$ cat src/rv_cfg.svh
`ifndef RV_CFG_SVH
`define RV_CFG_SVH

// machine word width
`define XLEN 64

// architectural registers x0..x31
`define NREGS 32

// first fetch address after reset
`define RESET_PC 64'h0000_0000_0000_0000

// data ram depth in 64-bit words
`define DMEM_WORDS 256

`endif

$ cat src/rv_pkg.sv
package rv_pkg;

    typedef struct packed {
        logic [6:0] funct7;
        logic [4:0] rs2;
        logic [4:0] rs1;
        logic [2:0] funct3;
        logic [4:0] rd;
        logic [6:0] opcode;
    } r_type_t;

    typedef struct packed {
        logic [11:0] imm_11_0;
        logic [4:0]  rs1;
        logic [2:0]  funct3;
        logic [4:0]  rd;
        logic [6:0]  opcode;
    } i_type_t;

    typedef struct packed {
        logic [6:0] imm_11_5;
        logic [4:0] rs2;
        logic [4:0] rs1;
        logic [2:0] funct3;
        logic [4:0] imm_4_0;
        logic [6:0] opcode;
    } s_type_t;

    typedef struct packed {
        logic       imm_12;
        logic [5:0] imm_10_5;
        logic [4:0] rs2;
        logic [4:0] rs1;
        logic [2:0] funct3;
        logic [3:0] imm_4_1;
        logic       imm_11;
        logic [6:0] opcode;
    } b_type_t;

    typedef struct packed {
        logic [19:0] imm_31_12;
        logic [4:0]  rd;
        logic [6:0]  opcode;
    } u_type_t;

    typedef struct packed {
        logic       imm_20;
        logic [9:0] imm_10_1;
        logic       imm_11;
        logic [7:0] imm_19_12;
        logic [4:0] rd;
        logic [6:0] opcode;
    } j_type_t;

    // one fetched word, viewed through each format
    typedef union packed {
        r_type_t r;
        i_type_t i;
        s_type_t s;
        b_type_t b;
        u_type_t u;
        j_type_t j;
    } inst_t;

    typedef enum logic [6:0] {
        OP_LOAD   = 7'b0000011,
        OP_IMM    = 7'b0010011,
        OP_AUIPC  = 7'b0010111,
        OP_IMMW   = 7'b0011011,
        OP_STORE  = 7'b0100011,
        OP_REG    = 7'b0110011,
        OP_LUI    = 7'b0110111,
        OP_REGW   = 7'b0111011,
        OP_BRANCH = 7'b1100011,
        OP_JALR   = 7'b1100111,
        OP_JAL    = 7'b1101111,
        OP_SYSTEM = 7'b1110011
    } opcode_e;

    typedef enum logic [2:0] {ALU_ADD, ALU_SUB, ALU_SLTU, ALU_SRA} alu_op_e;

    // operand b and the base it is added to
    typedef enum logic [1:0] {SRC_REG, SRC_IMM, SRC_PC4, SRC_PC_IMM} alu_src_e;

    typedef enum logic [2:0] {IMM_I, IMM_S, IMM_B, IMM_U, IMM_J} imm_sel_e;

    // value is log2 of the access size in bytes
    typedef enum logic [1:0] {MEM_H = 2'd1, MEM_W = 2'd2, MEM_D = 2'd3} mem_size_e;

    typedef enum logic {WB_ALU, WB_MEM} wb_sel_e;

endpackage

$ cat src/ctrl_if.sv
`include "rv_cfg.svh"

interface ctrl_if;
    import rv_pkg::*;

    logic                      reg_wen;
    logic [$clog2(`NREGS)-1:0] rs1_addr;
    logic [$clog2(`NREGS)-1:0] rs2_addr;
    logic [$clog2(`NREGS)-1:0] rd_addr;
    imm_sel_e                  imm_sel;
    alu_op_e                   alu_op;
    alu_src_e                  alu_src;
    logic                      word_op;    // sign-extend low 32 bits of result
    logic                      mem_wen;
    logic                      mem_ren;
    mem_size_e                 mem_size;
    logic                      mem_signed;
    logic                      branch;
    logic                      branch_ne;
    logic                      jump;
    logic                      jalr;
    wb_sel_e                   wb_sel;

    modport dec (
        output reg_wen, rs1_addr, rs2_addr, rd_addr, imm_sel, alu_op, alu_src, word_op,
               mem_wen, mem_ren, mem_size, mem_signed, branch, branch_ne, jump, jalr, wb_sel
    );

    modport dp (
        input  reg_wen, rs1_addr, rs2_addr, rd_addr, imm_sel, alu_op, alu_src, word_op,
               mem_wen, mem_ren, mem_size, mem_signed, branch, branch_ne, jump, jalr, wb_sel
    );

endinterface

$ cat src/alu.sv
`include "rv_cfg.svh"

module alu (
    input  logic [`XLEN-1:0] pc,
    input  logic [`XLEN-1:0] rs1_data,
    input  logic [`XLEN-1:0] rs2_data,
    input  logic [`XLEN-1:0] imm,
    ctrl_if.dp               c,
    output logic [`XLEN-1:0] result,
    output logic             take_branch
);
    import rv_pkg::*;

    logic [`XLEN-1:0] op_a;
    logic [`XLEN-1:0] op_b;
    logic [`XLEN-1:0] raw;

    always_comb begin
        op_a = rs1_data;
        op_b = rs2_data;
        case (c.alu_src)
            SRC_IMM:    op_b = imm;
            SRC_PC4: begin
                op_a = pc;                  // link value
                op_b = `XLEN'(4);
            end
            SRC_PC_IMM: begin
                op_a = pc;
                op_b = imm;
            end
            default:    op_b = rs2_data;
        endcase
    end

    always_comb begin
        case (c.alu_op)
            ALU_SUB:  raw = op_a - op_b;
            ALU_SLTU: raw = {{(`XLEN-1){1'b0}}, op_a < op_b};
            ALU_SRA:  raw = $signed(op_a) >>> op_b[5:0];
            default:  raw = op_a + op_b;
        endcase
        result = c.word_op ? {{(`XLEN-32){raw[31]}}, raw[31:0]} : raw;
    end

    assign take_branch = c.branch & ((rs1_data == rs2_data) ^ c.branch_ne);

endmodule

$ cat src/flat_wrapper.sv
// flat-port wrapper written by rule: the top's interface ports become plain ports
module alu_flat import rv_pkg::*;
  (pc, rs1_data, rs2_data, imm, result, take_branch, c_reg_wen, c_rs1_addr, c_rs2_addr, c_rd_addr, c_imm_sel, c_alu_op, c_alu_src, c_word_op, c_mem_wen, c_mem_ren, c_mem_size, c_mem_signed, c_branch, c_branch_ne, c_jump, c_jalr, c_wb_sel);
  ctrl_if c_i ();
  input  logic [`XLEN-1:0] pc;
  input  logic [`XLEN-1:0] rs1_data;
  input  logic [`XLEN-1:0] rs2_data;
  input  logic [`XLEN-1:0] imm;
  output logic [`XLEN-1:0] result;
  output logic take_branch;
  input wire logic [$bits(c_i.reg_wen)-1:0] c_reg_wen;
  input wire logic [$bits(c_i.rs1_addr)-1:0] c_rs1_addr;
  input wire logic [$bits(c_i.rs2_addr)-1:0] c_rs2_addr;
  input wire logic [$bits(c_i.rd_addr)-1:0] c_rd_addr;
  input wire logic [$bits(c_i.imm_sel)-1:0] c_imm_sel;
  input wire logic [$bits(c_i.alu_op)-1:0] c_alu_op;
  input wire logic [$bits(c_i.alu_src)-1:0] c_alu_src;
  input wire logic [$bits(c_i.word_op)-1:0] c_word_op;
  input wire logic [$bits(c_i.mem_wen)-1:0] c_mem_wen;
  input wire logic [$bits(c_i.mem_ren)-1:0] c_mem_ren;
  input wire logic [$bits(c_i.mem_size)-1:0] c_mem_size;
  input wire logic [$bits(c_i.mem_signed)-1:0] c_mem_signed;
  input wire logic [$bits(c_i.branch)-1:0] c_branch;
  input wire logic [$bits(c_i.branch_ne)-1:0] c_branch_ne;
  input wire logic [$bits(c_i.jump)-1:0] c_jump;
  input wire logic [$bits(c_i.jalr)-1:0] c_jalr;
  input wire logic [$bits(c_i.wb_sel)-1:0] c_wb_sel;
  assign c_i.reg_wen = c_reg_wen;
  assign c_i.rs1_addr = c_rs1_addr;
  assign c_i.rs2_addr = c_rs2_addr;
  assign c_i.rd_addr = c_rd_addr;
  assign c_i.imm_sel = c_imm_sel;
  assign c_i.alu_op = c_alu_op;
  assign c_i.alu_src = c_alu_src;
  assign c_i.word_op = c_word_op;
  assign c_i.mem_wen = c_mem_wen;
  assign c_i.mem_ren = c_mem_ren;
  assign c_i.mem_size = c_mem_size;
  assign c_i.mem_signed = c_mem_signed;
  assign c_i.branch = c_branch;
  assign c_i.branch_ne = c_branch_ne;
  assign c_i.jump = c_jump;
  assign c_i.jalr = c_jalr;
  assign c_i.wb_sel = c_wb_sel;
  alu u_core (.pc(pc), .rs1_data(rs1_data), .rs2_data(rs2_data), .imm(imm), .c(c_i), .result(result), .take_branch(take_branch));
endmodule
$ cat config.mk
export PLATFORM = sky130hd
export DESIGN_NAME = alu_flat
export DESIGN_NICKNAME = d
export VERILOG_FILES = /design/src/rv_pkg.sv /design/src/ctrl_if.sv /design/src/alu.sv /design/src/flat_wrapper.sv
export VERILOG_INCLUDE_DIRS = /design/src
export SDC_FILE = /design/constraint.sdc
export NUM_CORES = 1
export LEC_CHECK = 0
export BUFFER_PORTS_ARGS = -buffer_cell sky130_fd_sc_hd__buf_2
export CAP_MARGIN = 40
export CORE_MARGIN = 2
export CORE_UTILIZATION = 39
export DETAILED_ROUTE_END_ITERATION = 8
export PLACE_DENSITY = 0.62
export SLEW_MARGIN = 30
export SYNTH_ARGS = -nofsm -noshare
export SYNTH_HDL_FRONTEND = slang
export SYNTH_SLANG_ARGS = --single-unit
$ cat constraint.sdc
create_clock -name vclk -period 13.7
set_input_delay 0.685 -clock vclk [all_inputs]
set_output_delay 0.685 -clock vclk [all_outputs]
set_load 0.1 [all_outputs]
# ---- Yosys cells after proc, flatten, opt, wreduce, memory -nomap -nowiden
# Index checks and enable logic that the tools add are counted.
dict set report word_totals {
  reg_bits 0
  output_inout_bits 65
}
dict set report op_classes {
  add_sub_neg 2
  n_lt_le_gt_ge 1
  eq_ne 7
  shift 1
  n_mux 4
  bitwise 2
  n_reduce_logical 2
}
# op count
set ops {}
lappend ops {{one-hot mux 64 bit (3 select lines)} 1}
lappend ops {{2-to-1 mux 64 bit} 2}
lappend ops {{one-hot mux 64 bit (2 select lines)} 1}
lappend ops {{adder 64 bit} 1}
lappend ops {{equality test 64 bit} 1}
lappend ops {{less-than comparator 64 bit} 1}
lappend ops {{>>> shifter 64 x 6 -> 64 bit} 1}
lappend ops {{subtractor 64 bit} 1}
lappend ops {{equality test 3 x 2 -> 1 bit (second input constant)} 2}
lappend ops {{equality test 2 bit (second input constant)} 2}
lappend ops {{OR reduction 2 bit} 2}
lappend ops {{equality test 3 x 1 -> 1 bit (second input constant)} 1}
lappend ops {{equality test 2 x 1 -> 1 bit (second input constant)} 1}
lappend ops {{AND 1 bit} 1}
lappend ops {{bitwise XOR 1 bit} 1}

# ---- Longest topological paths before layout
dict set report logic_depth {
  ltp_word 6
  mapped_depth 22
}

# ---- Worst setup path before layout
# Ideal clock, no wire load.
dict set report synth_timing {
  path_kind {in2out}
  start {input port c_alu_src[1]}
  end {output port result[55]}
  arrival_time_ns 6.919
  required_time_ns 13.015
  path_slack_ns 6.096
  stages 21
  cell_sequence {buf_6 > buf_4 > buf_2 > o21ai_0 > buf_2 > buf_2 > buf_2 > buf_2 > ha_1 > buf_2 > a21oi_1 > o21ai_0 > a211o_2 > o22a_4 > a21oi_4 > o21bai_1 > xnor2_1 > o211ai_4 > nor2_4 > buf_6 > nor3_1}
}
dict set report synth_via {
  elab_chain_len 6
}
# element line_no
set synth_rtl {}
lappend synth_rtl {{from (decl)} flat_wrapper.sv:17} ;# input wire logic [$bits(c_i.alu_src)-1:0] c_alu_src;
lappend synth_rtl {{equality test 2 x 1 -> 1 bit or equality test 2 bit (tied branches)} alu.sv:21} ;# case (c.alu_src)
lappend synth_rtl {{OR reduction 2 bit (no source line)} --}
lappend synth_rtl {{one-hot mux 64 bit (2 select lines) or 2-to-1 mux 64 bit (tied branches)} alu.sv:21}
lappend synth_rtl {{adder 64 bit, or another cell as far along} alu.sv:40} ;# default: raw = op_a + op_b;
lappend synth_rtl {{one-hot mux 64 bit (3 select lines) (*)} alu.sv:36} ;# case (c.alu_op)
lappend synth_rtl {{2-to-1 mux 64 bit (*)} alu.sv:42} ;# result = c.word_op ? {{(`XLEN-32){raw[31]}}, raw[31:0]} : raw;
lappend synth_rtl {{to (decl)} flat_wrapper.sv:9} ;# output logic [`XLEN-1:0] result;
# Every way passes the cells marked *; elsewhere a longest branch is shown, timed or not.

# ---- Worst setup path after layout
dict set report layout_timing {
  start {input port c_alu_src[1]}
  end {output port result[58]}
}
# Same word-level chain as after synthesis.

==> summary.md <==
| Metric | Value |
|---|---|
| Status | finished, final reports clean |
| Crit Path Max Fanout | 70 |
| Die Y | 207 um |
| Slew headroom | 35.2% |
| Compound-Gate Fraction of Synth Area | 37.2% |
| Antenna violations before repair | 3 |
| Vias/cell | 6.78 |
| Iteration count of the initial detailed-routing pass | 7 |
| Post-CTS Setup Inserts | 0 |
| Setup TNS | 0 ns |
| DP Area | 17900 sq um |
| WL per Instance | 31.5 um |
| Cell Rows | 74 |
| Via count of the first global-routing pass | 19700 |
| Seq Cell Count | 0 |
| Crit path kind | input port to output port |
| Number of max-cap violations | 0 |
| Placer Congestion | 1.12 |
| I/O pins | 356 |
| Final WL | 98.9 mm |
| Avg Inst Size Synth | 6.65 sq um |
| Max Freq | 123 MHz |
| Worst Hold Class | input port to output port |
| Via count | 21200 |
| Post-CTS Hold Fix Bufs | 0 |
| Initial core utilization | 39.5% |
| Final slew viol count | 0 |
| Distinct cells, synth | 102 |
| Register area | 0 sq um |
| Main combinational cell family by area after synthesis | compound AO/OA/AOI/OAI gates |
| Req. time, crit path | 13.02 ns |
| Post-synthesis mux area share | 17.6% |
| Hpwl dp | 82.2 mm |
| Fin util | 43.9% |
| # fillers | 4340 |
| Final hold viol count | 0 |
| Largest net degree at the start of global routing | 71 |
| GRT Util Overall | 42.9% |
| Layout area overhead | 11.1% |
| DRC Markers | 0 |
| Global-route wire length before repair | 138 mm |
| Nets | 3025 |
| CP arrival | 7.44 ns |
| Die extent in x | 207 um |
| Seq/Total Area, Yosys | 0% |
| Worst-Margin Slew | 0.970 ns |
| IO buf count | 329 |
| Yosys warns | 0 |
| Xor-xnor portion of the synthesized cell area | 4.40% |
| Setup violators final | 0 |
| Fin area | 17900 sq um |
| Clkbuf count | 0 |
| Setup crit end kind | output port |
| Final ANT Viol Nets | 0 |
| DRT iter0 DRCs | 2680 |
| Startpoint type of the worst setup path | input port |
| Post-Synth Adder-Cell Area | 10.2% |
| Syn_nets | 2847 |
| Grt ovf | 0 |
| RSZ-0062 raised after global routing | false |
| Post-synthesis instance total | 2426 |
| Worst hold stages | 3 |
| Mapped cell area | 16100 sq um |
| Layout cell share with drive strength beyond 1 | 19.2% |
| Tcrit/Tclk final | 59.3% |
| Core area | 40800 sq um |
| Final min period | 8.13 ns |
| PostCTS Resize Cnt | 0 |
| Die area | 43000 sq um |
| Synth Area in Simple Gates | 21.6% |
final timing paths:
kind                      end    startpoint  slack, ns
setup / recovery   result[58]  c_alu_src[1]       5.57
hold / removal    take_branch      c_branch       1.87
cells by family (layout without fill, tap and decap cells):
kind of cell    count (synthesis)  in the layout
compound gates                901            901
simple gates                  704            704
buf+inv                       342            518
mux                           268            268
fa+ha+maj                     130            130
xor+xnor                       81             81
other cells                     0              1
area by class of cell:
| type | count | area [sq um] | area share (%) |
|---|---|---|---|
| antenna | 1 | 2.50 | 0.0140 |
| inverter | 157 | 594 | 3.32 |
| multi-input combinational | 2084 | 14800 | 82.3 |
| tap | 532 | 666 | 3.71 |
| timing repair buffer | 361 | 1900 | 10.6 |
worst max-delay path, cell delays in order:
cell and delay [ns]:
buf_4 0.37, buf_4 0.72, o21a_1 0.23, buf_4 0.40, clkinv_1 0.74, ha_1 0.54, nand3_1 0.09, a21boi_0 0.15
a2111oi_0 0.70, o21ai_1 0.42, a21oi_1 0.53, o21ai_1 0.40, a21oi_1 0.34, o21ai_0 0.15, mux2i_1 0.16, a21oi_2 0.26
buf_2 0.48
Yosys cell counts, drive strengths merged (43+ instances only):
library cell,instances,area (sq um)
a21oi,245,1280
nor2,209,792
mux2i,206,2110
o21ai,205,1050
nand2,164,632
inv,151,572
ha,128,1600
clkbuf,105,394
buf,80,474
mux2,60,676
nor3,55,298
nand4,53,332
xnor2,46,403
nor4,45,297
o31ai,43,355
layer usage:
metal	wire length, um	GRT usage [%]	up-vias	part of all wire [%]
met5	25	0	-	0.025
met4	7460	26.7	4	7.5
met3	9150	7.19	267	9.3
met2	43300	68.9	1489	44
met1	38900	53.4	10100	39
li1	-	-	9421	-
layout by cell type, fill, tap and decap left out, types with 46 or more instances in the layout:
cell type / count
buf_2: 328
nand2_1: 162
xnor2_1: 46
nor3_1: 53
mux2_2: 60
mux2i_1: 200
inv_1: 149
nor2_1: 206
o21ai_0: 182
ha_1: 128
nand4_1: 53
a21oi_1: 231
metrics by stage:
step / hold slack [ns] / worst slack, ns / instances
4_1_cts: 1.87 / 5.89 / 3131
6_report: 1.87 / 5.57 / 3135
2_1_floorplan: 1.82 / 6.10 / 2426
5_1_grt: 1.87 / 5.49 / 3134
3_5_place_dp: 1.86 / 5.88 / 3131
3_3_place_gp: 1.87 / 5.85 / 3127
