[src/rv_cfg.svh]
`ifndef RV_CFG_SVH
`define RV_CFG_SVH

// machine word width
`define XLEN 64

// architectural registers x0..x31
`define NREGS 32

// first fetch address after reset
`define RESET_PC 64'h0000_0000_0000_0000

// data ram depth in 64-bit words
`define DMEM_WORDS 256

`endif

[src/rv_pkg.sv]
package rv_pkg;

    typedef struct packed {
        logic [6:0] funct7;
        logic [4:0] rs2;
        logic [4:0] rs1;
        logic [2:0] funct3;
        logic [4:0] rd;
        logic [6:0] opcode;
    } r_type_t;

    typedef struct packed {
        logic [11:0] imm_11_0;
        logic [4:0]  rs1;
        logic [2:0]  funct3;
        logic [4:0]  rd;
        logic [6:0]  opcode;
    } i_type_t;

    typedef struct packed {
        logic [6:0] imm_11_5;
        logic [4:0] rs2;
        logic [4:0] rs1;
        logic [2:0] funct3;
        logic [4:0] imm_4_0;
        logic [6:0] opcode;
    } s_type_t;

    typedef struct packed {
        logic       imm_12;
        logic [5:0] imm_10_5;
        logic [4:0] rs2;
        logic [4:0] rs1;
        logic [2:0] funct3;
        logic [3:0] imm_4_1;
        logic       imm_11;
        logic [6:0] opcode;
    } b_type_t;

    typedef struct packed {
        logic [19:0] imm_31_12;
        logic [4:0]  rd;
        logic [6:0]  opcode;
    } u_type_t;

    typedef struct packed {
        logic       imm_20;
        logic [9:0] imm_10_1;
        logic       imm_11;
        logic [7:0] imm_19_12;
        logic [4:0] rd;
        logic [6:0] opcode;
    } j_type_t;

    // one fetched word, viewed through each format
    typedef union packed {
        r_type_t r;
        i_type_t i;
        s_type_t s;
        b_type_t b;
        u_type_t u;
        j_type_t j;
    } inst_t;

    typedef enum logic [6:0] {
        OP_LOAD   = 7'b0000011,
        OP_IMM    = 7'b0010011,
        OP_AUIPC  = 7'b0010111,
        OP_IMMW   = 7'b0011011,
        OP_STORE  = 7'b0100011,
        OP_REG    = 7'b0110011,
        OP_LUI    = 7'b0110111,
        OP_REGW   = 7'b0111011,
        OP_BRANCH = 7'b1100011,
        OP_JALR   = 7'b1100111,
        OP_JAL    = 7'b1101111,
        OP_SYSTEM = 7'b1110011
    } opcode_e;

    typedef enum logic [2:0] {ALU_ADD, ALU_SUB, ALU_SLTU, ALU_SRA} alu_op_e;

    // operand b and the base it is added to
    typedef enum logic [1:0] {SRC_REG, SRC_IMM, SRC_PC4, SRC_PC_IMM} alu_src_e;

    typedef enum logic [2:0] {IMM_I, IMM_S, IMM_B, IMM_U, IMM_J} imm_sel_e;

    // value is log2 of the access size in bytes
    typedef enum logic [1:0] {MEM_H = 2'd1, MEM_W = 2'd2, MEM_D = 2'd3} mem_size_e;

    typedef enum logic {WB_ALU, WB_MEM} wb_sel_e;

endpackage

[src/ctrl_if.sv]
`include "rv_cfg.svh"

interface ctrl_if;
    import rv_pkg::*;

    logic                      reg_wen;
    logic [$clog2(`NREGS)-1:0] rs1_addr;
    logic [$clog2(`NREGS)-1:0] rs2_addr;
    logic [$clog2(`NREGS)-1:0] rd_addr;
    imm_sel_e                  imm_sel;
    alu_op_e                   alu_op;
    alu_src_e                  alu_src;
    logic                      word_op;    // sign-extend low 32 bits of result
    logic                      mem_wen;
    logic                      mem_ren;
    mem_size_e                 mem_size;
    logic                      mem_signed;
    logic                      branch;
    logic                      branch_ne;
    logic                      jump;
    logic                      jalr;
    wb_sel_e                   wb_sel;

    modport dec (
        output reg_wen, rs1_addr, rs2_addr, rd_addr, imm_sel, alu_op, alu_src, word_op,
               mem_wen, mem_ren, mem_size, mem_signed, branch, branch_ne, jump, jalr, wb_sel
    );

    modport dp (
        input  reg_wen, rs1_addr, rs2_addr, rd_addr, imm_sel, alu_op, alu_src, word_op,
               mem_wen, mem_ren, mem_size, mem_signed, branch, branch_ne, jump, jalr, wb_sel
    );

endinterface

[src/ctrl.sv]
module ctrl (
    input  rv_pkg::inst_t inst,
    output logic          illegal,
    output logic          ebreak,
    ctrl_if.dec           c
);
    import rv_pkg::*;

    always_comb begin
        c.reg_wen    = 1'b0;
        c.rs1_addr   = inst.r.rs1;
        c.rs2_addr   = inst.r.rs2;
        c.rd_addr    = inst.r.rd;
        c.imm_sel    = IMM_I;
        c.alu_op     = ALU_ADD;
        c.alu_src    = SRC_REG;
        c.word_op    = 1'b0;
        c.mem_wen    = 1'b0;
        c.mem_ren    = 1'b0;
        c.mem_size   = MEM_D;
        c.mem_signed = 1'b0;
        c.branch     = 1'b0;
        c.branch_ne  = 1'b0;
        c.jump       = 1'b0;
        c.jalr       = 1'b0;
        c.wb_sel     = WB_ALU;
        illegal      = 1'b0;
        ebreak       = 1'b0;
        case (inst.r.opcode)
            OP_REG, OP_REGW: begin
                c.word_op = (inst.r.opcode == OP_REGW);
                if (inst.r.funct3 == 3'b000 && inst.r.funct7 == 7'b0000000) begin
                    c.reg_wen = 1'b1;               // add, addw
                end else if (inst.r.funct3 == 3'b000 && inst.r.funct7 == 7'b0100000
                             && inst.r.opcode == OP_REG) begin
                    c.reg_wen = 1'b1;               // sub
                    c.alu_op  = ALU_SUB;
                end else begin
                    illegal = 1'b1;
                end
            end
            OP_IMM: begin
                c.alu_src = SRC_IMM;
                if (inst.i.funct3 == 3'b000) begin
                    c.reg_wen = 1'b1;               // addi
                end else if (inst.i.funct3 == 3'b011) begin
                    c.reg_wen = 1'b1;               // sltiu
                    c.alu_op  = ALU_SLTU;
                end else if (inst.i.funct3 == 3'b101 && inst.r.funct7[6:1] == 6'b010000) begin
                    c.reg_wen = 1'b1;               // srai, 6-bit shamt
                    c.alu_op  = ALU_SRA;
                end else begin
                    illegal = 1'b1;
                end
            end
            OP_IMMW: begin
                c.alu_src = SRC_IMM;
                c.word_op = 1'b1;
                c.reg_wen = (inst.i.funct3 == 3'b000);
                illegal   = (inst.i.funct3 != 3'b000);
            end
            OP_LOAD: begin
                c.alu_src    = SRC_IMM;
                c.wb_sel     = WB_MEM;
                c.mem_signed = 1'b1;
                c.mem_size   = (inst.i.funct3 == 3'b010) ? MEM_W : MEM_D;
                c.mem_ren    = (inst.i.funct3 == 3'b010 || inst.i.funct3 == 3'b011);
                c.reg_wen    = c.mem_ren;
                illegal      = !c.mem_ren;
            end
            OP_STORE: begin
                c.imm_sel  = IMM_S;
                c.alu_src  = SRC_IMM;
                c.mem_size = (inst.s.funct3 == 3'b001) ? MEM_H : MEM_D;
                c.mem_wen  = (inst.s.funct3 == 3'b001 || inst.s.funct3 == 3'b011);
                illegal    = !c.mem_wen;
            end
            OP_BRANCH: begin
                c.imm_sel   = IMM_B;
                c.branch_ne = inst.b.funct3[0];
                c.branch    = (inst.b.funct3[2:1] == 2'b00);   // beq, bne
                illegal     = !c.branch;
            end
            OP_JAL: begin
                c.reg_wen = 1'b1;
                c.imm_sel = IMM_J;
                c.alu_src = SRC_PC4;
                c.jump    = 1'b1;
            end
            OP_JALR: begin
                c.alu_src = SRC_PC4;
                c.jump    = (inst.i.funct3 == 3'b000);
                c.jalr    = c.jump;
                c.reg_wen = c.jump;
                illegal   = !c.jump;
            end
            OP_LUI: begin
                c.reg_wen  = 1'b1;
                c.rs1_addr = '0;                    // x0 + imm
                c.imm_sel  = IMM_U;
                c.alu_src  = SRC_IMM;
            end
            OP_AUIPC: begin
                c.reg_wen = 1'b1;
                c.imm_sel = IMM_U;
                c.alu_src = SRC_PC_IMM;
            end
            OP_SYSTEM: begin
                ebreak  = (inst == 32'h0010_0073);
                illegal = !ebreak;
            end
            default: illegal = 1'b1;
        endcase
    end

    // a rejected encoding must never reach the register file
    always_comb begin
        a_no_write_on_illegal: assert (!(illegal && c.reg_wen))
            else $error("illegal encoding %h decoded with reg_wen", inst);
    end

endmodule

[src/flat_wrapper.sv]
// flat-port wrapper written by rule: the top's interface ports become plain ports
module ctrl_flat import rv_pkg::*;
  (inst, illegal, ebreak, c_reg_wen, c_rs1_addr, c_rs2_addr, c_rd_addr, c_imm_sel, c_alu_op, c_alu_src, c_word_op, c_mem_wen, c_mem_ren, c_mem_size, c_mem_signed, c_branch, c_branch_ne, c_jump, c_jalr, c_wb_sel);
  ctrl_if c_i ();
  input  rv_pkg::inst_t inst;
  output logic illegal;
  output logic ebreak;
  output wire logic [$bits(c_i.reg_wen)-1:0] c_reg_wen;
  output wire logic [$bits(c_i.rs1_addr)-1:0] c_rs1_addr;
  output wire logic [$bits(c_i.rs2_addr)-1:0] c_rs2_addr;
  output wire logic [$bits(c_i.rd_addr)-1:0] c_rd_addr;
  output wire logic [$bits(c_i.imm_sel)-1:0] c_imm_sel;
  output wire logic [$bits(c_i.alu_op)-1:0] c_alu_op;
  output wire logic [$bits(c_i.alu_src)-1:0] c_alu_src;
  output wire logic [$bits(c_i.word_op)-1:0] c_word_op;
  output wire logic [$bits(c_i.mem_wen)-1:0] c_mem_wen;
  output wire logic [$bits(c_i.mem_ren)-1:0] c_mem_ren;
  output wire logic [$bits(c_i.mem_size)-1:0] c_mem_size;
  output wire logic [$bits(c_i.mem_signed)-1:0] c_mem_signed;
  output wire logic [$bits(c_i.branch)-1:0] c_branch;
  output wire logic [$bits(c_i.branch_ne)-1:0] c_branch_ne;
  output wire logic [$bits(c_i.jump)-1:0] c_jump;
  output wire logic [$bits(c_i.jalr)-1:0] c_jalr;
  output wire logic [$bits(c_i.wb_sel)-1:0] c_wb_sel;
  assign c_reg_wen = c_i.reg_wen;
  assign c_rs1_addr = c_i.rs1_addr;
  assign c_rs2_addr = c_i.rs2_addr;
  assign c_rd_addr = c_i.rd_addr;
  assign c_imm_sel = c_i.imm_sel;
  assign c_alu_op = c_i.alu_op;
  assign c_alu_src = c_i.alu_src;
  assign c_word_op = c_i.word_op;
  assign c_mem_wen = c_i.mem_wen;
  assign c_mem_ren = c_i.mem_ren;
  assign c_mem_size = c_i.mem_size;
  assign c_mem_signed = c_i.mem_signed;
  assign c_branch = c_i.branch;
  assign c_branch_ne = c_i.branch_ne;
  assign c_jump = c_i.jump;
  assign c_jalr = c_i.jalr;
  assign c_wb_sel = c_i.wb_sel;
  ctrl u_core (.inst(inst), .illegal(illegal), .ebreak(ebreak), .c(c_i));
endmodule
[config.mk]
export PLATFORM = sky130hd
export DESIGN_NAME = ctrl_flat
export DESIGN_NICKNAME = d
export VERILOG_FILES = /design/src/rv_pkg.sv /design/src/ctrl_if.sv /design/src/ctrl.sv /design/src/flat_wrapper.sv
export VERILOG_INCLUDE_DIRS = /design/src
export SDC_FILE = /design/constraint.sdc
export NUM_CORES = 1
export LEC_CHECK = 0
export BUFFER_PORTS_ARGS = -buffer_cell sky130_fd_sc_hd__buf_2
export CORE_MARGIN = 3
export CORE_UTILIZATION = 38
export DETAILED_ROUTE_END_ITERATION = 10
export GPL_ROUTABILITY_DRIVEN = 0
export PLACE_DENSITY = 0.85
export SLEW_MARGIN = 20
export SYNTH_ARGS = -nofsm -noshare
export SYNTH_HDL_FRONTEND = slang
export SYNTH_SLANG_ARGS = --single-unit
[constraint.sdc]
create_clock -name vclk -period 2.3
set_clock_uncertainty 0.15 [all_clocks]
set_input_delay 0.46 -clock vclk [all_inputs]
set_output_delay 0.46 -clock vclk [all_outputs]
set_load 0.01 [all_outputs]
# Yosys cells after proc, flatten, opt, wreduce, memory -nomap -nowiden
# Index checks and enable logic that the tools add are counted.
dict set report op_classes {
  eq_ne 19
  mux 33
  reduce_logical 21
}
# op count
set op_table {}
lappend op_table {{$eq A7 B6 Y1 const B} 5}
lappend op_table {{$eq A32 B21 Y1 const B} 1}
lappend op_table {{$eq A7 B7 Y1 const B} 4}
lappend op_table {{$eq A7 B5 Y1 const B} 3}
lappend op_table {{$mux W1} 19}
lappend op_table {{$pmux W3 S4} 1}
lappend op_table {{$mux W3} 3}
lappend op_table {{$pmux W1 S9} 1}
lappend op_table {{$reduce_or A2 Y1} 4}
lappend op_table {{$eq A7 B2 Y1 const B} 1}
lappend op_table {{$logic_not A7 Y1} 1}
lappend op_table {{$eq A3 B2 Y1 const B} 2}
lappend op_table {{$eq A6 B5 Y1 const B} 1}
lappend op_table {{$pmux W2 S3} 1}
lappend op_table {{$pmux W3 S2} 1}
lappend op_table {{$logic_not A1 Y1} 5}
lappend op_table {{$mux W5} 1}
lappend op_table {{$pmux W1 S5} 1}
lappend op_table {{$reduce_or A5 Y1} 1}
lappend op_table {{$logic_and A1 B1 Y1} 4}
lappend op_table {{$mux W2} 2}
lappend op_table {{$pmux W1 S2} 2}
lappend op_table {{$pmux W2 S2} 1}
lappend op_table {{$eq A3 B1 Y1 const B} 1}
lappend op_table {{6 further kinds} 7}
dict set report word_totals {
  inputBits 32
  register_bits 0
  output_inout_bits 37
}

# Logic depth before layout (Yosys ltp)
dict set report depth {
  ltp_word 6
  depth_mapped 6
}

# Worst setup path before layout
# OpenSTA, ideal clock, no wires.
dict set report synth_path {
  kind {input-to-output}
  from {input port inst[3] (netlist name)}
  to {output port c_mem_size[1]}
  path_stages 4
  path_buffers 1
  t_required_ns 1.690
  arrival_ns 1.849
  setup_slack_ns -0.159
  path_cell_list {buf_2 or4_1 nor4_1 nand2b_1}
}
dict set report synth_between {
  elab_chain_len 2
  word_cells_on_any_way 3
}
# element line
set synth_rtl {}
lappend synth_rtl {{start: declaration} flat_wrapper.sv:5} ;# input rv_pkg::inst_t inst;
lappend synth_rtl {{$eq A7 B6 Y1 or $eq A7 B2 Y1 (tied branches)} ctrl.sv:29} ;# case (inst.r.opcode)
lappend synth_rtl {{$pmux W2 S2 *} ctrl.sv:29}
lappend synth_rtl {{end: declaration} flat_wrapper.sv:18} ;# output wire logic [$bits(c_i.mem_size)-1:0] c_mem_size;
# Mark *: on every way between the ends. The rest lies on a longest branch, timed or not.

# Final worst setup path
dict set report layout_path {
  from {input port inst[26] (netlist name)}
  to {output port illegal}
}
dict set report layout_between {
  elab_chain_len 6
  word_cells_on_any_way 15
}
# element line
set layout_rtl {}
lappend layout_rtl {{$eq A6 B5 Y1 or $eq A7 B6 Y1 (tied branches)} {ctrl.sv:49, ctrl.sv:34}}
lappend layout_rtl {{$logic_and A1 B1 Y1, on equally long branches} {ctrl.sv:49, ctrl.sv:34}}
lappend layout_rtl {{$mux W1 or $logic_and A1 B1 Y1 (tied branches)} {ctrl.sv:49, ctrl.sv:35}}
lappend layout_rtl {{$mux W1, on equally long branches} {ctrl.sv:46, ctrl.sv:34}}
lappend layout_rtl {{$mux W1, on equally long branches} {ctrl.sv:44, ctrl.sv:32}}
lappend layout_rtl {{$pmux W1 S9 *} ctrl.sv:29}
lappend layout_rtl {{end: declaration} flat_wrapper.sv:6} ;# output logic illegal;
# Marked as above.

==> flow_summary.json <==
{
  "start_kind": "primary input",
  "grt_setup_unrepaired": "true",
  "fin_crit_sh": 1.159,
  "drt_iter0_drc": 29,
  "drv_slew": 0,
  "synthCells": 107,
  "die_w_um": 48.29,
  "maxCapViolCount": 0,
  "drive_gt1_frac": 0.6096,
  "design.seq.count": 0,
  "max-slew-margin-rel": 0.5911,
  "path_cells": "buf_6 > or4_4 > nor4_4 > a31oi_2 > o21ai_1 > nand4_1 > buf_2",
  "syn2layout_area_growth_pct": 80.66,
  "clock_buffers": 0,
  "setup_viol": 5,
  "grt_overflow": 0,
  "rows": 14,
  "vias": 1128,
  "p_per_area_nw_per_um2": 131.8,
  "synth_area_um2": 679.4,
  "viasPerCell": 5.346,
  "fin_ws_ps": -364.6,
  "dp_hpwl_um": 2456,
  "design.core.area_um2": 1594,
  "criticalPathCategory": "in -> out",
  "synthTopCellsByArea": "buf_4 13%, nor2b_1 7.4%, nor3_1 7.4%",
  "route.detailed.drc": 0,
  "fin_area_um2": 1227,
  "placedCellCount": 208,
  "track_usage": 0.2409,
  "final_common_cell": "buf_2",
  "leakagePower_nw": 0.6158,
  "yosysTopAreaCell": "buf_4",
  "hold_viol_final": 0,
  "final_cell_mix": "66 x buf_2, 29 x buf_4, 8 x nor2b_1, 8 x nor3_1",
  "whs_ps": 971.2,
  "ant_nets": 0,
  "seq_area_frac_synth": 0,
  "fin_crit_ps": 2665,
  "grt_pass1_vias": 967,
  "cpMaxStageDelayCell": "or4_4",
  "met1_usage": 0.2674,
  "grt_max_degree": 9,
  "wl_per_cell_um": 14.40,
  "tightest_slew_ps": 598.0,
  "crit_fanout": 4,
  "grt_pass1_wl_um": 4202,
  "end_kind": "primary output",
  "fmax_ghz": 0.3753,
  "fin_cells": 211,
  "portBuffers": 68,
  "met2_usage": 0.4922,
  "worstPathArrival_ps": 2050,
  "seq_area_um2": 0,
  "pin_count": 69,
  "synth_cell_types": 41,
  "vdd_drop_max_v": 0.00009221,
  "top_usage_layer": "met2",
  "fillCellCount": 101,
  "required_ps": 1690,
  "place_area_um2": 1156,
  "syn_avg_cell_area_um2": 6.350,
  "dpl_worst_slack_ps": -314.2,
  "routed_wl_um": 3038,
  "yosysTopAreaCellShare": 0.1326,
  "violations": "negative setup slack",
  "initial_core_util": 0.4262,
  "fin_nets": 221,
  "ys_warn_count": 0,
  "status": "finished with violations",
  "met3_usage": 0.007380,
  "dieArea_um2": 2331,
  "insertedDiodeCount": 0,
  "fin_util": 0.7700,
  "slowest_delay_ps": 560,
  "die_y_um": 48.29,
  "antenna_found_initial": 0,
  "synth_nets": 139,
  "drt_first_pass_iters": 4,
  "hp-class": "in -> out"
}
worst paths after layout:
check,to,slack (ps),start,cells past startpoint
hold / removal,c_rs2_addr[1],970,inst[21],2
setup / recovery,illegal,-360,inst[26],7
what timing repair did:
action	CTS	global route
setup buffers	1	3
resized for setup	3	8
pin swaps	2	7
hold buffers	0	0
setup endpoints to repair	6	8
power breakdown:
group	switching [mW]	internal [mW]	leakage (nW)
Clock	0	0	0
Sequential	0	0	0
Combinational	0.0836	0.0782	0.616
Total	0.0836	0.0782	0.616
per-layer routing:
metal	vias up	routed length (um)
li1	549	-
met1	516	1111
met2	55	1652
met3	8	211
met4	0	62
met5	-	0
cell families (layout without fill, tap and decap cells):
group / count (synthesis) / count (layout) / share of synthesized area
and+or+nand+nor: 65 / 65 / 0.5985
buffers and inverters: 21 / 101 / 0.1841
AOI/OAI and AO/OA: 18 / 18 / 0.1805
muxes: 2 / 2 / 0.03131
other: 1 / 1 / 0.005520
worst max-delay path: cells and delay by family:
kind	cells	cell delay [ps]
and+or+nand+nor	3	1050
AOI/OAI and AO/OA	2	300
buffers and inverters	2	250
cells in the mapped netlist, types with 2 or more instances:
library cell	n
a211oi_1	2
nor4_1	4
nand4_1	4
nor2b_1	8
buf_4	12
nor3_1	10
nor2_1	8
nor3b_1	2
nand2b_1	4
inv_1	4
or3_1	2
nand3_1	3
a31oi_1	2
clkbuf_1	3
nand2_1	8
a21oi_1	5
o21ai_0	2
per-stage QoR:
| stage | power (mW) | setup TNS, ps |
|---|---|---|
| 5_1_grt | 0.1740 | -1725 |
| 4_1_cts | 0.1564 | -1060 |
| 3_5_place_dp | 0.1537 | -1093 |
| 2_1_floorplan | 0.07519 | -71.63 |
| 3_3_place_gp | 0.1491 | -844.7 |
| 6_report | 0.1618 | -1305 |
cell type report:
cell class	count	area, um2	area share
inverters	4	15.01	0.01223
multi-input cells	86	611.8	0.4985
well taps	24	30.03	0.02446
repair buffers	97	570.5	0.4648
Power figures use the tool's default switching activity.
