--- src/rv_cfg.svh ---
`ifndef RV_CFG_SVH
`define RV_CFG_SVH

// machine word width
`define XLEN 64

// architectural registers x0..x31
`define NREGS 32

// first fetch address after reset
`define RESET_PC 64'h0000_0000_0000_0000

// data ram depth in 64-bit words
`define DMEM_WORDS 256

`endif

--- src/rv_pkg.sv ---
package rv_pkg;

    typedef struct packed {
        logic [6:0] funct7;
        logic [4:0] rs2;
        logic [4:0] rs1;
        logic [2:0] funct3;
        logic [4:0] rd;
        logic [6:0] opcode;
    } r_type_t;

    typedef struct packed {
        logic [11:0] imm_11_0;
        logic [4:0]  rs1;
        logic [2:0]  funct3;
        logic [4:0]  rd;
        logic [6:0]  opcode;
    } i_type_t;

    typedef struct packed {
        logic [6:0] imm_11_5;
        logic [4:0] rs2;
        logic [4:0] rs1;
        logic [2:0] funct3;
        logic [4:0] imm_4_0;
        logic [6:0] opcode;
    } s_type_t;

    typedef struct packed {
        logic       imm_12;
        logic [5:0] imm_10_5;
        logic [4:0] rs2;
        logic [4:0] rs1;
        logic [2:0] funct3;
        logic [3:0] imm_4_1;
        logic       imm_11;
        logic [6:0] opcode;
    } b_type_t;

    typedef struct packed {
        logic [19:0] imm_31_12;
        logic [4:0]  rd;
        logic [6:0]  opcode;
    } u_type_t;

    typedef struct packed {
        logic       imm_20;
        logic [9:0] imm_10_1;
        logic       imm_11;
        logic [7:0] imm_19_12;
        logic [4:0] rd;
        logic [6:0] opcode;
    } j_type_t;

    // one fetched word, viewed through each format
    typedef union packed {
        r_type_t r;
        i_type_t i;
        s_type_t s;
        b_type_t b;
        u_type_t u;
        j_type_t j;
    } inst_t;

    typedef enum logic [6:0] {
        OP_LOAD   = 7'b0000011,
        OP_IMM    = 7'b0010011,
        OP_AUIPC  = 7'b0010111,
        OP_IMMW   = 7'b0011011,
        OP_STORE  = 7'b0100011,
        OP_REG    = 7'b0110011,
        OP_LUI    = 7'b0110111,
        OP_REGW   = 7'b0111011,
        OP_BRANCH = 7'b1100011,
        OP_JALR   = 7'b1100111,
        OP_JAL    = 7'b1101111,
        OP_SYSTEM = 7'b1110011
    } opcode_e;

    typedef enum logic [2:0] {ALU_ADD, ALU_SUB, ALU_SLTU, ALU_SRA} alu_op_e;

    // operand b and the base it is added to
    typedef enum logic [1:0] {SRC_REG, SRC_IMM, SRC_PC4, SRC_PC_IMM} alu_src_e;

    typedef enum logic [2:0] {IMM_I, IMM_S, IMM_B, IMM_U, IMM_J} imm_sel_e;

    // value is log2 of the access size in bytes
    typedef enum logic [1:0] {MEM_H = 2'd1, MEM_W = 2'd2, MEM_D = 2'd3} mem_size_e;

    typedef enum logic {WB_ALU, WB_MEM} wb_sel_e;

endpackage

--- src/ctrl_if.sv ---
`include "rv_cfg.svh"

interface ctrl_if;
    import rv_pkg::*;

    logic                      reg_wen;
    logic [$clog2(`NREGS)-1:0] rs1_addr;
    logic [$clog2(`NREGS)-1:0] rs2_addr;
    logic [$clog2(`NREGS)-1:0] rd_addr;
    imm_sel_e                  imm_sel;
    alu_op_e                   alu_op;
    alu_src_e                  alu_src;
    logic                      word_op;    // sign-extend low 32 bits of result
    logic                      mem_wen;
    logic                      mem_ren;
    mem_size_e                 mem_size;
    logic                      mem_signed;
    logic                      branch;
    logic                      branch_ne;
    logic                      jump;
    logic                      jalr;
    wb_sel_e                   wb_sel;

    modport dec (
        output reg_wen, rs1_addr, rs2_addr, rd_addr, imm_sel, alu_op, alu_src, word_op,
               mem_wen, mem_ren, mem_size, mem_signed, branch, branch_ne, jump, jalr, wb_sel
    );

    modport dp (
        input  reg_wen, rs1_addr, rs2_addr, rd_addr, imm_sel, alu_op, alu_src, word_op,
               mem_wen, mem_ren, mem_size, mem_signed, branch, branch_ne, jump, jalr, wb_sel
    );

endinterface

--- src/imm_gen.sv ---
`include "rv_cfg.svh"

module imm_gen (
    input  rv_pkg::inst_t     inst,
    ctrl_if.dp                c,
    output logic [`XLEN-1:0]  imm
);
    import rv_pkg::*;

    always_comb begin
        case (c.imm_sel)
            IMM_I: imm = {{(`XLEN-12){inst.i.imm_11_0[11]}}, inst.i.imm_11_0};
            IMM_S: imm = {{(`XLEN-12){inst.s.imm_11_5[6]}}, inst.s.imm_11_5, inst.s.imm_4_0};
            IMM_B: begin
                imm = {{(`XLEN-12){inst.b.imm_12}}, inst.b.imm_11, inst.b.imm_10_5,
                       inst.b.imm_4_1, 1'b0};
            end
            IMM_U: imm = {{(`XLEN-32){inst.u.imm_31_12[19]}}, inst.u.imm_31_12, 12'b0};
            IMM_J: begin
                imm = {{(`XLEN-20){inst.j.imm_20}}, inst.j.imm_19_12, inst.j.imm_11,
                       inst.j.imm_10_1, 1'b0};
            end
            default: imm = '0;
        endcase
    end

endmodule

--- src/flat_wrapper.sv ---
// flat-port wrapper written by rule: the top's interface ports become plain ports
module imm_gen_flat import rv_pkg::*;
  (inst, imm, c_reg_wen, c_rs1_addr, c_rs2_addr, c_rd_addr, c_imm_sel, c_alu_op, c_alu_src, c_word_op, c_mem_wen, c_mem_ren, c_mem_size, c_mem_signed, c_branch, c_branch_ne, c_jump, c_jalr, c_wb_sel);
  ctrl_if c_i ();
  input  rv_pkg::inst_t inst;
  output logic [`XLEN-1:0] imm;
  input wire logic [$bits(c_i.reg_wen)-1:0] c_reg_wen;
  input wire logic [$bits(c_i.rs1_addr)-1:0] c_rs1_addr;
  input wire logic [$bits(c_i.rs2_addr)-1:0] c_rs2_addr;
  input wire logic [$bits(c_i.rd_addr)-1:0] c_rd_addr;
  input wire logic [$bits(c_i.imm_sel)-1:0] c_imm_sel;
  input wire logic [$bits(c_i.alu_op)-1:0] c_alu_op;
  input wire logic [$bits(c_i.alu_src)-1:0] c_alu_src;
  input wire logic [$bits(c_i.word_op)-1:0] c_word_op;
  input wire logic [$bits(c_i.mem_wen)-1:0] c_mem_wen;
  input wire logic [$bits(c_i.mem_ren)-1:0] c_mem_ren;
  input wire logic [$bits(c_i.mem_size)-1:0] c_mem_size;
  input wire logic [$bits(c_i.mem_signed)-1:0] c_mem_signed;
  input wire logic [$bits(c_i.branch)-1:0] c_branch;
  input wire logic [$bits(c_i.branch_ne)-1:0] c_branch_ne;
  input wire logic [$bits(c_i.jump)-1:0] c_jump;
  input wire logic [$bits(c_i.jalr)-1:0] c_jalr;
  input wire logic [$bits(c_i.wb_sel)-1:0] c_wb_sel;
  assign c_i.reg_wen = c_reg_wen;
  assign c_i.rs1_addr = c_rs1_addr;
  assign c_i.rs2_addr = c_rs2_addr;
  assign c_i.rd_addr = c_rd_addr;
  assign c_i.imm_sel = c_imm_sel;
  assign c_i.alu_op = c_alu_op;
  assign c_i.alu_src = c_alu_src;
  assign c_i.word_op = c_word_op;
  assign c_i.mem_wen = c_mem_wen;
  assign c_i.mem_ren = c_mem_ren;
  assign c_i.mem_size = c_mem_size;
  assign c_i.mem_signed = c_mem_signed;
  assign c_i.branch = c_branch;
  assign c_i.branch_ne = c_branch_ne;
  assign c_i.jump = c_jump;
  assign c_i.jalr = c_jalr;
  assign c_i.wb_sel = c_wb_sel;
  imm_gen u_core (.inst(inst), .c(c_i), .imm(imm));
endmodule
--- config.mk ---
export PLATFORM = sky130hd
export DESIGN_NAME = imm_gen_flat
export DESIGN_NICKNAME = d
export VERILOG_FILES = /design/src/rv_pkg.sv /design/src/ctrl_if.sv /design/src/imm_gen.sv /design/src/flat_wrapper.sv
export VERILOG_INCLUDE_DIRS = /design/src
export SDC_FILE = /design/constraint.sdc
export NUM_CORES = 1
export LEC_CHECK = 0
export BUFFER_PORTS_ARGS = -buffer_cell sky130_fd_sc_hd__buf_2
export CAP_MARGIN = 20
export CORE_ASPECT_RATIO = 0.6
export CORE_MARGIN = 5
export CORE_UTILIZATION = 29
export DETAILED_ROUTE_END_ITERATION = 7
export PLACE_DENSITY = 0.87
export SLEW_MARGIN = 20
export SYNTH_ARGS = -nofsm -noshare
export SYNTH_HDL_FRONTEND = slang
export SYNTH_SLANG_ARGS = --single-unit
export TNS_END_PERCENT = 5
--- constraint.sdc ---
create_clock -name vclk -period 2
set_input_delay 0.2 -clock vclk [all_inputs]
set_output_delay 0.2 -clock vclk [all_outputs]
set_load 0.02 [all_outputs]
# [After elaboration in Yosys (flattened, before gate mapping)]
# Cells that the tools add are included.
[word_totals] regBits=0 inputBits=67 output_inout_bits=64
[op_classes] eq_ne=4 mux=1 reduce_logical=1
[op_table] op="$pmux 64 s5" n=1
[op_table] op="$eq 3x2->1 const B" n=2
[op_table] op="$eq 3x1->1 const B" n=1
[op_table] op="$eq 3x3->1 const B" n=1
[op_table] op="$logic_not 3->1" n=1

# [Depth between registers and ports, before layout]
# Gate-level depths: netlist of run 1.
[depth] ltp_word=2 mapped_depth=5

# [Worst setup path after synthesis of run 1]
# Ideal clock, no wire load.
[synth_path] path_kind="input -> output" from="input port c_imm_sel[0]" to="output port imm[32]" t_arrival_ns=1.678 required_ns=1.800 slack_ns=0.122 stages=5 cell_sequence="buf_4 buf_2 o21ai_0 and2_1 buf_4"
[synth_between] elab_chain_len=2
[synth_lines] element="start, declared" line_no="flat_wrapper.sv:11" source="input wire logic [$bits(c_i.imm_sel)-1:0] c_imm_sel;"
[synth_lines] element="$eq 3x3->1, or another cell as far along" line_no="imm_gen.sv:11" source="case (c.imm_sel)"
[synth_lines] element="$pmux 64 s5 *" line_no="imm_gen.sv:11"
[synth_lines] element="end, declared" line_no="flat_wrapper.sv:6" source="output logic [`XLEN-1:0] imm;"
# Mark *: on every way between the ends. The rest lies on a longest branch, timed or not.

# [Worst setup path in the final report of run 1]
[layout_path] from="input port c_imm_sel[1]" to="output port imm[53]"
# Same word-level chain as after synthesis.

==> run_results.csv, run 1 <==
group,metric,value,unit
outcome,status,"completed",
logic_synthesis,synth-seq-area-share,0,
setup_path,worstPathRequired,1.80,ns
logic_synthesis,synthMuxAreaShare,0.0128,
clocking,cts.repair.resized,0,
timing,holdWs,0.724,ns
setup_path,arrival,1.47,ns
layout,num_antenna_cells,0,
timing,setup_tns,0,ns
setup_path,critPathLaunchType,"input pin",
route,wire_per_inst,11.7,um
route,drtIter0Drc,23,
setup_path,critical_path_class,"in -> out",
setup_path,crit_end,"imm[53]",
pwr,clockPowerShare,0,
pwr,power_leakage,0.637,nW
grt,overflow,0,
grt,antenna_found_initial,0,
pwr,design_power_total,0.000353,W
pwr,power_frac_comb,1.000,
logic_synthesis,syn_avg_cell_area,6.07,sq um
grt,grt_pass1_vias,781,
setup_path,critPathMostFrequentCell,"buf_2",
route,drc,0,
timing,finalHoldViolCount,0,
pwr,switching_power,0.000230,W
layout,fillCellCount,287,
timing,slew_viol_final,0,
layout,final_common_cell,"buf_2",
layout,seqCellArea,0,sq um
floorplan,fp.dieW,77.1,um
layout,fin_cells,212,
timing,fin_crit_sh,0.835,
pwr,pwr_density_cell,354,mW/mm^2
placement,dp_cells,212,
setup_path,cp.depth,4,
route,drt.antenna.violating_nets,0,
layout,fin_util,0.393,
pwr,seqPwrFrac,0,
floorplan,die_height,50.3,um
job,cap_violations,0,
layout,layout-drive-gt1-share,0.539,
timing,slew_headroom,0.511,
layout,areaGrowthSynthToFinish,27.3,%
timing,setup_viol,0,
min_path,hold_path_class,"in -> out",
setup_path,crit_slowest_cell,"and2_1",
setup_path,crit_fanout,33,
grt,grt_first_pass_wirelength,3870,um
layout,n_sequential_cell,0,
layout,mostFrequentLayoutCells,"buf_2, nand2_1, a21oi_1",
layout,clkbuf_count,0,
layout,nets,249,
logic_synthesis,synthSimpleGateAreaFrac,0.348,
setup_path,critical_path_buf_inv_count,2,
route,vias,956,
setup_path,cp-end-kind,"output port",
setup_path,slowest_delay,0.62,ns
pwr,swShare,0.651,
pwr,internal-power,0.000123,W
min_path,holdPathStages,4,
route,first_pass_iters,4,
floorplan,ioPinCount,131,
logic_synthesis,synth_compound_area_frac,0.235,
timing,rsz0062_at_grt,"false",
floorplan,coreArea,0.00254,sq mm
clocking,cts_setup_buffers,0,
grt,track_usage,0.112,
floorplan,die_area,0.00387,sq mm
logic_synthesis,netlist_area,783,sq um
timing,max_freq,599,MHz
logic_synthesis,yosys_warnings,0,
setup_path,cp_top_family,"simple AND/OR/NAND/NOR gates",
placement,place_hpwl,2090,um
logic_synthesis,ys_types,22,
clocking,cts_hold_buf,0,
timing,finalCriticalPeriod,1.67,ns
placement,place.gp.congestion,0.821,
logic_synthesis,synth_nets,196,
logic_synthesis,synth_top_family_by_area,"buffers and inverters",
route,viasPerCell,4.51,
route,routed_wl,2470,um
pwr,vdd_drop_max,0.175,mV
placement,port_buffers,92,
timing,tightest_slew,0.734,ns
setup_path,crit_start,"c_imm_sel[1]",
setup_path,crit_chain,"buf_2 -> o21ai_0 -> and2_1 -> buf_2",
logic_synthesis,synth_fa_ha_area_frac,0.0144,
grt,grt_max_degree,34,
logic_synthesis,syn_inst,129,
floorplan,fp-row-count,14,
floorplan,floorplan.initialDensity,0.308,
logic_synthesis,synth_xor_area_frac,0,
-- power by group through the flow --
stage,Combinational (W),Sequential [W],Clock [W]
3_3_place_gp,0.000350,0,0
5_1_grt,0.000381,0,0
6_report,0.000353,0,0
4_1_cts,0.000355,0,0
3_5_place_dp,0.000355,0,0
2_1_floorplan,0.000285,0,0
-- layer usage --
metal | routed length [um] | track usage
met1 | 1140 | 0.155
met2 | 1070 | 0.197
met3 | 259 | 0.0196
met4 | 0 | 0
met5 | 0 | 0
-- per-stage QoR --
stage	worst slack, ns	instance area (sq um)
2_1_floorplan	0.122	783
3_3_place_gp	0.363	997
3_5_place_dp	0.281	997
4_1_cts	0.282	997
5_1_grt	0.0418	997
6_report	0.330	997
-- layout make-up --
type / count / area [sq um] / share of cell area
inverter: 1 / 3.75 / 0.00376
multi-input combinational: 85 / 478 / 0.479
tap: 32 / 40.0 / 0.0402
timing repair buffer: 94 / 475 / 0.477
-- Yosys cell counts, types with 2 or more instances --
| master | n | area [sq um] |
|---|---|---|
| buf_4 | 33 | 248 |
| nand2_1 | 21 | 78.8 |
| nor2b_1 | 7 | 43.8 |
| a21oi_1 | 16 | 80.1 |
| clkbuf_1 | 2 | 7.51 |
| o22ai_1 | 8 | 50.1 |
| buf_2 | 7 | 35.0 |
| o21ai_0 | 9 | 45.0 |
| and2_1 | 2 | 12.5 |
| nand3b_1 | 2 | 15.0 |
| nand2b_1 | 4 | 25.0 |
| and2b_1 | 8 | 60.1 |
-- cells by family (layout without fill, tap and decap cells) --
kind of cell	Yosys count	after routing
compound gates	34	34
fa+ha+maj	1	1
buf+inv	44	95
mux	1	1
simple gates	49	49
-- worst min path at each step --
stage | from | end
after floorplan | inst[26] | imm[26]
after global placement | inst[26] | imm[26]
final | inst[25] | imm[25]
after global routing | inst[28] | imm[28]
after CTS | inst[25] | imm[25]
after detailed placement | inst[25] | imm[25]
No activity file was read; power rests on OpenSTA's default activity.
==> run 2: changes to the inputs <==
--- a/config.mk
+++ b/config.mk
@@ -10,9 +10,9 @@
 export CAP_MARGIN = 20
 export CORE_ASPECT_RATIO = 0.6
 export CORE_MARGIN = 5
-export CORE_UTILIZATION = 29
+export CORE_UTILIZATION = 26
 export DETAILED_ROUTE_END_ITERATION = 7
-export PLACE_DENSITY = 0.87
+export PLACE_DENSITY = 0.83
 export SLEW_MARGIN = 20
 export SYNTH_ARGS = -nofsm -noshare
 export SYNTH_HDL_FRONTEND = slang
==> constraint.sdc (replaced) <==
create_clock -name vclk -period 1.5
set_input_delay 0.15 -clock vclk [all_inputs]
set_output_delay 0.15 -clock vclk [all_outputs]
set_load 0.02 [all_outputs]
==> run 2 against run 1 <==
  * Hold slack lost 0.10 ns
  * Total power grew 35%
  * Utilization shrank 3.0 points
  * Combinational power grew 35%
  * Count of clock-buffer cells in the layout is the same
  * Sequential share of layout area is the same
  * Non-clock buffer count grew 4
  * Critical path depth grew 1
  * Routed wire length grew 2.3%
  * Setup slack lost 0.17 ns
  * Flip-flop and latch count is the same
  * Via count shrank 0.94%
==> run_results.csv, run 2 (synthesized netlist as in run 1, its figures left out) <==
group,metric,value,unit
route,wire_per_inst,11.2,um
min_path,hold_path_class,"in -> out",
placement,place.gp.congestion,0.761,
pwr,power_leakage,0.658,nW
clocking,cts_hold_buf,0,
job,cap_violations,0,
layout,mostFrequentLayoutCells,"buf_2, nand2_1, a21oi_1",
grt,grt_pass1_vias,778,
timing,setup_tns,0,ns
layout,final_common_cell,"buf_2",
route,viasPerCell,4.19,
layout,areaGrowthSynthToFinish,32.9,%
placement,place_hpwl,2170,um
setup_path,crit_slowest_cell,"and2_1",
setup_path,critPathMostFrequentCell,"buf_2",
floorplan,floorplan.initialDensity,0.273,
floorplan,coreArea,0.00287,sq mm
timing,setup_viol,0,
grt,antenna_found_initial,0,
outcome,status,"completed",
grt,grt_first_pass_wirelength,3760,um
clocking,cts.repair.resized,0,
layout,fin_area,0.00104,sq mm
timing,slew_viol_final,0,
setup_path,critPathLaunchType,"input pin",
setup_path,cp_top_family,"buffers and inverters",
pwr,vdd_drop_max,0.134,mV
setup_path,slowest_delay,0.35,ns
min_path,hold_start,"inst[26]",
route,first_pass_iters,4,
floorplan,fp-row-count,15,
layout,nets,253,
setup_path,critical_path_class,"in -> out",
grt,overflow,0,
timing,rsz0062_at_grt,"false",
route,drt.antenna.violating_nets,0,
floorplan,die_height,52.5,um
timing,slew_headroom,0.754,
timing,tightest_slew,0.369,ns
route,vias,947,
placement,placed_area,0.00104,sq mm
route,drtIter0Drc,51,
floorplan,die_area,0.00425,sq mm
layout,seqCellArea,0,sq um
timing,max_freq,745,MHz
setup_path,crit_fanout,13,
layout,layout-drive-gt1-share,0.554,
pwr,design_power_total,0.000476,W
setup_path,cp-end-kind,"output port",
layout,n_sequential_cell,0,
grt,grt_max_degree,34,
route,routed_wl,2530,um
grt,track_usage,0.107,
floorplan,ioPinCount,131,
setup_path,arrival,1.19,ns
placement,port_buffers,92,
setup_path,worstPathRequired,1.35,ns
layout,num_antenna_cells,0,
timing,fin_crit_sh,0.895,
pwr,pwr_density_cell,457,mW/mm^2
layout,clkbuf_count,0,
timing,finalHoldViolCount,0,
clocking,cts_setup_buffers,0,
timing,finalCriticalPeriod,1.34,ns
floorplan,fp.dieW,80.9,um
route,drc,0,
setup_path,crit_chain,"buf_2 -> and2_1 -> a21oi_1 -> o22ai_1 -> buf_2",
setup_path,crit_start,"c_imm_sel[0]",
setup_path,critical_path_buf_inv_count,2,
==> run 2: through the flow <==
stage	std cells	hold slack, ns	setup slack (ns)	utilization
3_5_place_dp	226	0.619	0.136	0.363
4_1_cts	226	0.623	0.138	0.363
6_report	226	0.620	0.157	0.363
3_3_place_gp	226	0.616	0.184	0.363
5_1_grt	226	0.638	0.0392	0.363
2_1_floorplan	129	0.461	0.0534	-
==> run 2: layout make-up <==
cell class	count	area, sq um
Inverter	1	3.75
Tap cell	42	52.6
Timing Repair Buffer	98	505
Multi-Input combinational cell	85	479
Fill cell	352	1830
==> run 2: worst paths after layout <==
kind	end	slack (ns)	cells after the start
setup / recovery	imm[17]	0.16	5
hold / removal	imm[26]	0.62	4
==> run 2: where the power goes <==
part,internal (W),switching (W)
sequential,0,0
combinational,0.000171,0.000305
clock,0,0
==> run 2: layer usage <==
| metal | vias to the layer above | track usage | routed length (um) |
|---|---|---|---|
| met5 | - | 0 | 0 |
| met4 | 0 | 0 | 0 |
| met3 | 0 | 0.0120 | 188 |
| met2 | 38 | 0.188 | 1280 |
| met1 | 401 | 0.147 | 1060 |
| li1 | 508 | - | - |
==> run 3: changes to the inputs <==
--- a/config.mk
+++ b/config.mk
@@ -13,6 +13,7 @@
 export CORE_UTILIZATION = 26
 export DETAILED_ROUTE_END_ITERATION = 7
 export PLACE_DENSITY = 0.83
+export SETUP_SLACK_MARGIN = 0.5
 export SLEW_MARGIN = 20
 export SYNTH_ARGS = -nofsm -noshare
 export SYNTH_HDL_FRONTEND = slang
==> run 3 against run 2 <==
  * Flip-flop and latch count stayed put
  * Total power is 21% higher
  * Largest power group unchanged
  * Fmax is 13% higher
  * Cell count is 3.5% higher
  * First-iteration DRC count is 41% lower
  * Sequential share of layout area stayed put
  * Utilization is 8.8 points higher
  * Final area is 24% higher
==> run_results.csv, run 3 (synthesized netlist as in run 1, its figures left out) <==
group,metric,value,unit
route,drc,0,
min_path,hold_start,"inst[28]",
setup_path,critical_path_class,"in -> out",
floorplan,coreArea,0.00287,sq mm
floorplan,die_area,0.00425,sq mm
timing,fin_crit_sh,0.794,
timing,holdWs,0.607,ns
setup_path,arrival,1.04,ns
layout,mostFrequentLayoutCells,"buf_2, buf_4, nand2_1",
floorplan,ioPinCount,131,
grt,grt_first_pass_wirelength,4410,um
placement,place.gp.congestion,0.685,
layout,nets,261,
layout,n_sequential_cell,0,
placement,port_buffers,92,
timing,setup_tns,0,ns
min_path,holdPathStages,4,
timing,finalHoldViolCount,0,
setup_path,cp.depth,5,
clocking,cts_hold_buf,0,
floorplan,fp.dieW,80.9,um
grt,grt_pass1_vias,873,
floorplan,fp-row-count,15,
floorplan,floorplan.initialDensity,0.273,
timing,setup_viol,0,
timing,rsz0062_at_grt,"true",
grt,track_usage,0.127,
setup_path,critical_path_buf_inv_count,2,
min_path,min_to,"imm[28]",
grt,overflow,0,
setup_path,cp-end-kind,"output port",
setup_path,slowest_delay,0.37,ns
setup_path,worstPathRequired,1.35,ns
timing,slew_viol_final,0,
route,drtIter0Drc,30,
job,cap_violations,0,
timing,max_freq,839,MHz
layout,areaGrowthSynthToFinish,65.2,%
route,viasPerCell,4.35,
timing,finalCriticalPeriod,1.19,ns
setup_path,crit_chain,"buf_12 -> maj3_2 -> nand2b_4 -> nand2_2 -> buf_6",
layout,seqCellArea,0,sq um
pwr,power_leakage,0.743,nW
setup_path,crit_slowest_cell,"maj3_2",
layout,num_antenna_cells,0,
layout,clkbuf_count,0,
layout,fin_util,0.451,
grt,grt_max_degree,11,
pwr,vdd_drop_max,0.140,mV
layout,multi_input_area,582,sq um
route,first_pass_iters,4,
min_path,hold_path_class,"in -> out",
layout,fillCellCount,312,
placement,place_hpwl,2150,um
timing,tightest_slew,0.201,ns
route,vias,1018,
layout,layout-drive-gt1-share,0.667,
outcome,status,"completed",
timing,worst_slack,0.309,ns
route,wire_per_inst,13.0,um
pwr,pwr_density_cell,447,mW/mm^2
grt,antenna_found_initial,0,
placement,pre_cts_ws,0.172,ns
layout,final_common_cell,"buf_2",
setup_path,crit_fanout,8,
setup_path,cp_top_family,"adder cells",
setup_path,critPathLaunchType,"input pin",
floorplan,die_height,52.5,um
route,drt.antenna.violating_nets,0,
route,routed_wl,3040,um
timing,slew_headroom,0.866,
## run 3: cell types whose count changed in the layout (fill, tap and decap cells not counted), moves of 4 or more
cell	delta
a21oi_1	-4
a21oi_2	+4
and2_4	+4
buf_2	-18
buf_4	+10
buf_6	+8
nand2_1	-6
nand2_2	+6
o21ai_0	-5
## run 3: power by group
group / switching (W) / internal [W] / leakage, nW
combinational: 0.000336 / 0.000242 / 0.743
clock: 0 / 0 / 0
sequential: 0 / 0 / 0
## run 3: worst max-delay path by stage
stage	start	end
2_1_floorplan	c_imm_sel[0]	imm[32]
3_3_place_gp	c_imm_sel[1]	imm[26]
3_5_place_dp	c_imm_sel[1]	imm[26]
4_1_cts	c_imm_sel[1]	imm[24]
5_1_grt	c_imm_sel[2]	imm[24]
6_report	c_imm_sel[1]	imm[23]
## run 3: metal layers
| layer | GRT usage | part of all wire | up-vias |
|---|---|---|---|
| met2 | 0.221 | 0.47 | 41 |
| met3 | 0.0258 | 0.094 | 0 |
| li1 | - | - | 531 |
| met1 | 0.172 | 0.43 | 446 |
| met5 | 0 | 0 | - |
| met4 | 0 | 0 | 0 |
## run 3: cell type report
| class | count | area share |
|---|---|---|
| Inverter | 1 | 0.00290 |
| Tap cell | 42 | 0.0406 |
| Multi-Input combinational cell | 89 | 0.450 |
| Timing Repair Buffer | 102 | 0.507 |
## run 3: tightest hold or removal path: stages
cell     delay (ns)
buf_2          0.08
nand2_1        0.04
nand2_1        0.05
buf_4          0.13
## run 3: repair_timing
item	in CTS	in global routing
endpoints found under the hold margin	0	0
endpoints found under the setup margin	63	64
gates resized for setup	54	9
cloned	4	0
setup buffers	5	0
pin swaps	6	2
## run 3: per-stage QoR
stage | cells | power, W | cell area [sq um]
floorplan | 129 | 0.000385 | 803
global placement | 225 | 0.000477 | 1030
detailed placement | 225 | 0.000481 | 1030
CTS | 234 | 0.000574 | 1280
global route | 234 | 0.000618 | 1290
finish | 234 | 0.000578 | 1290
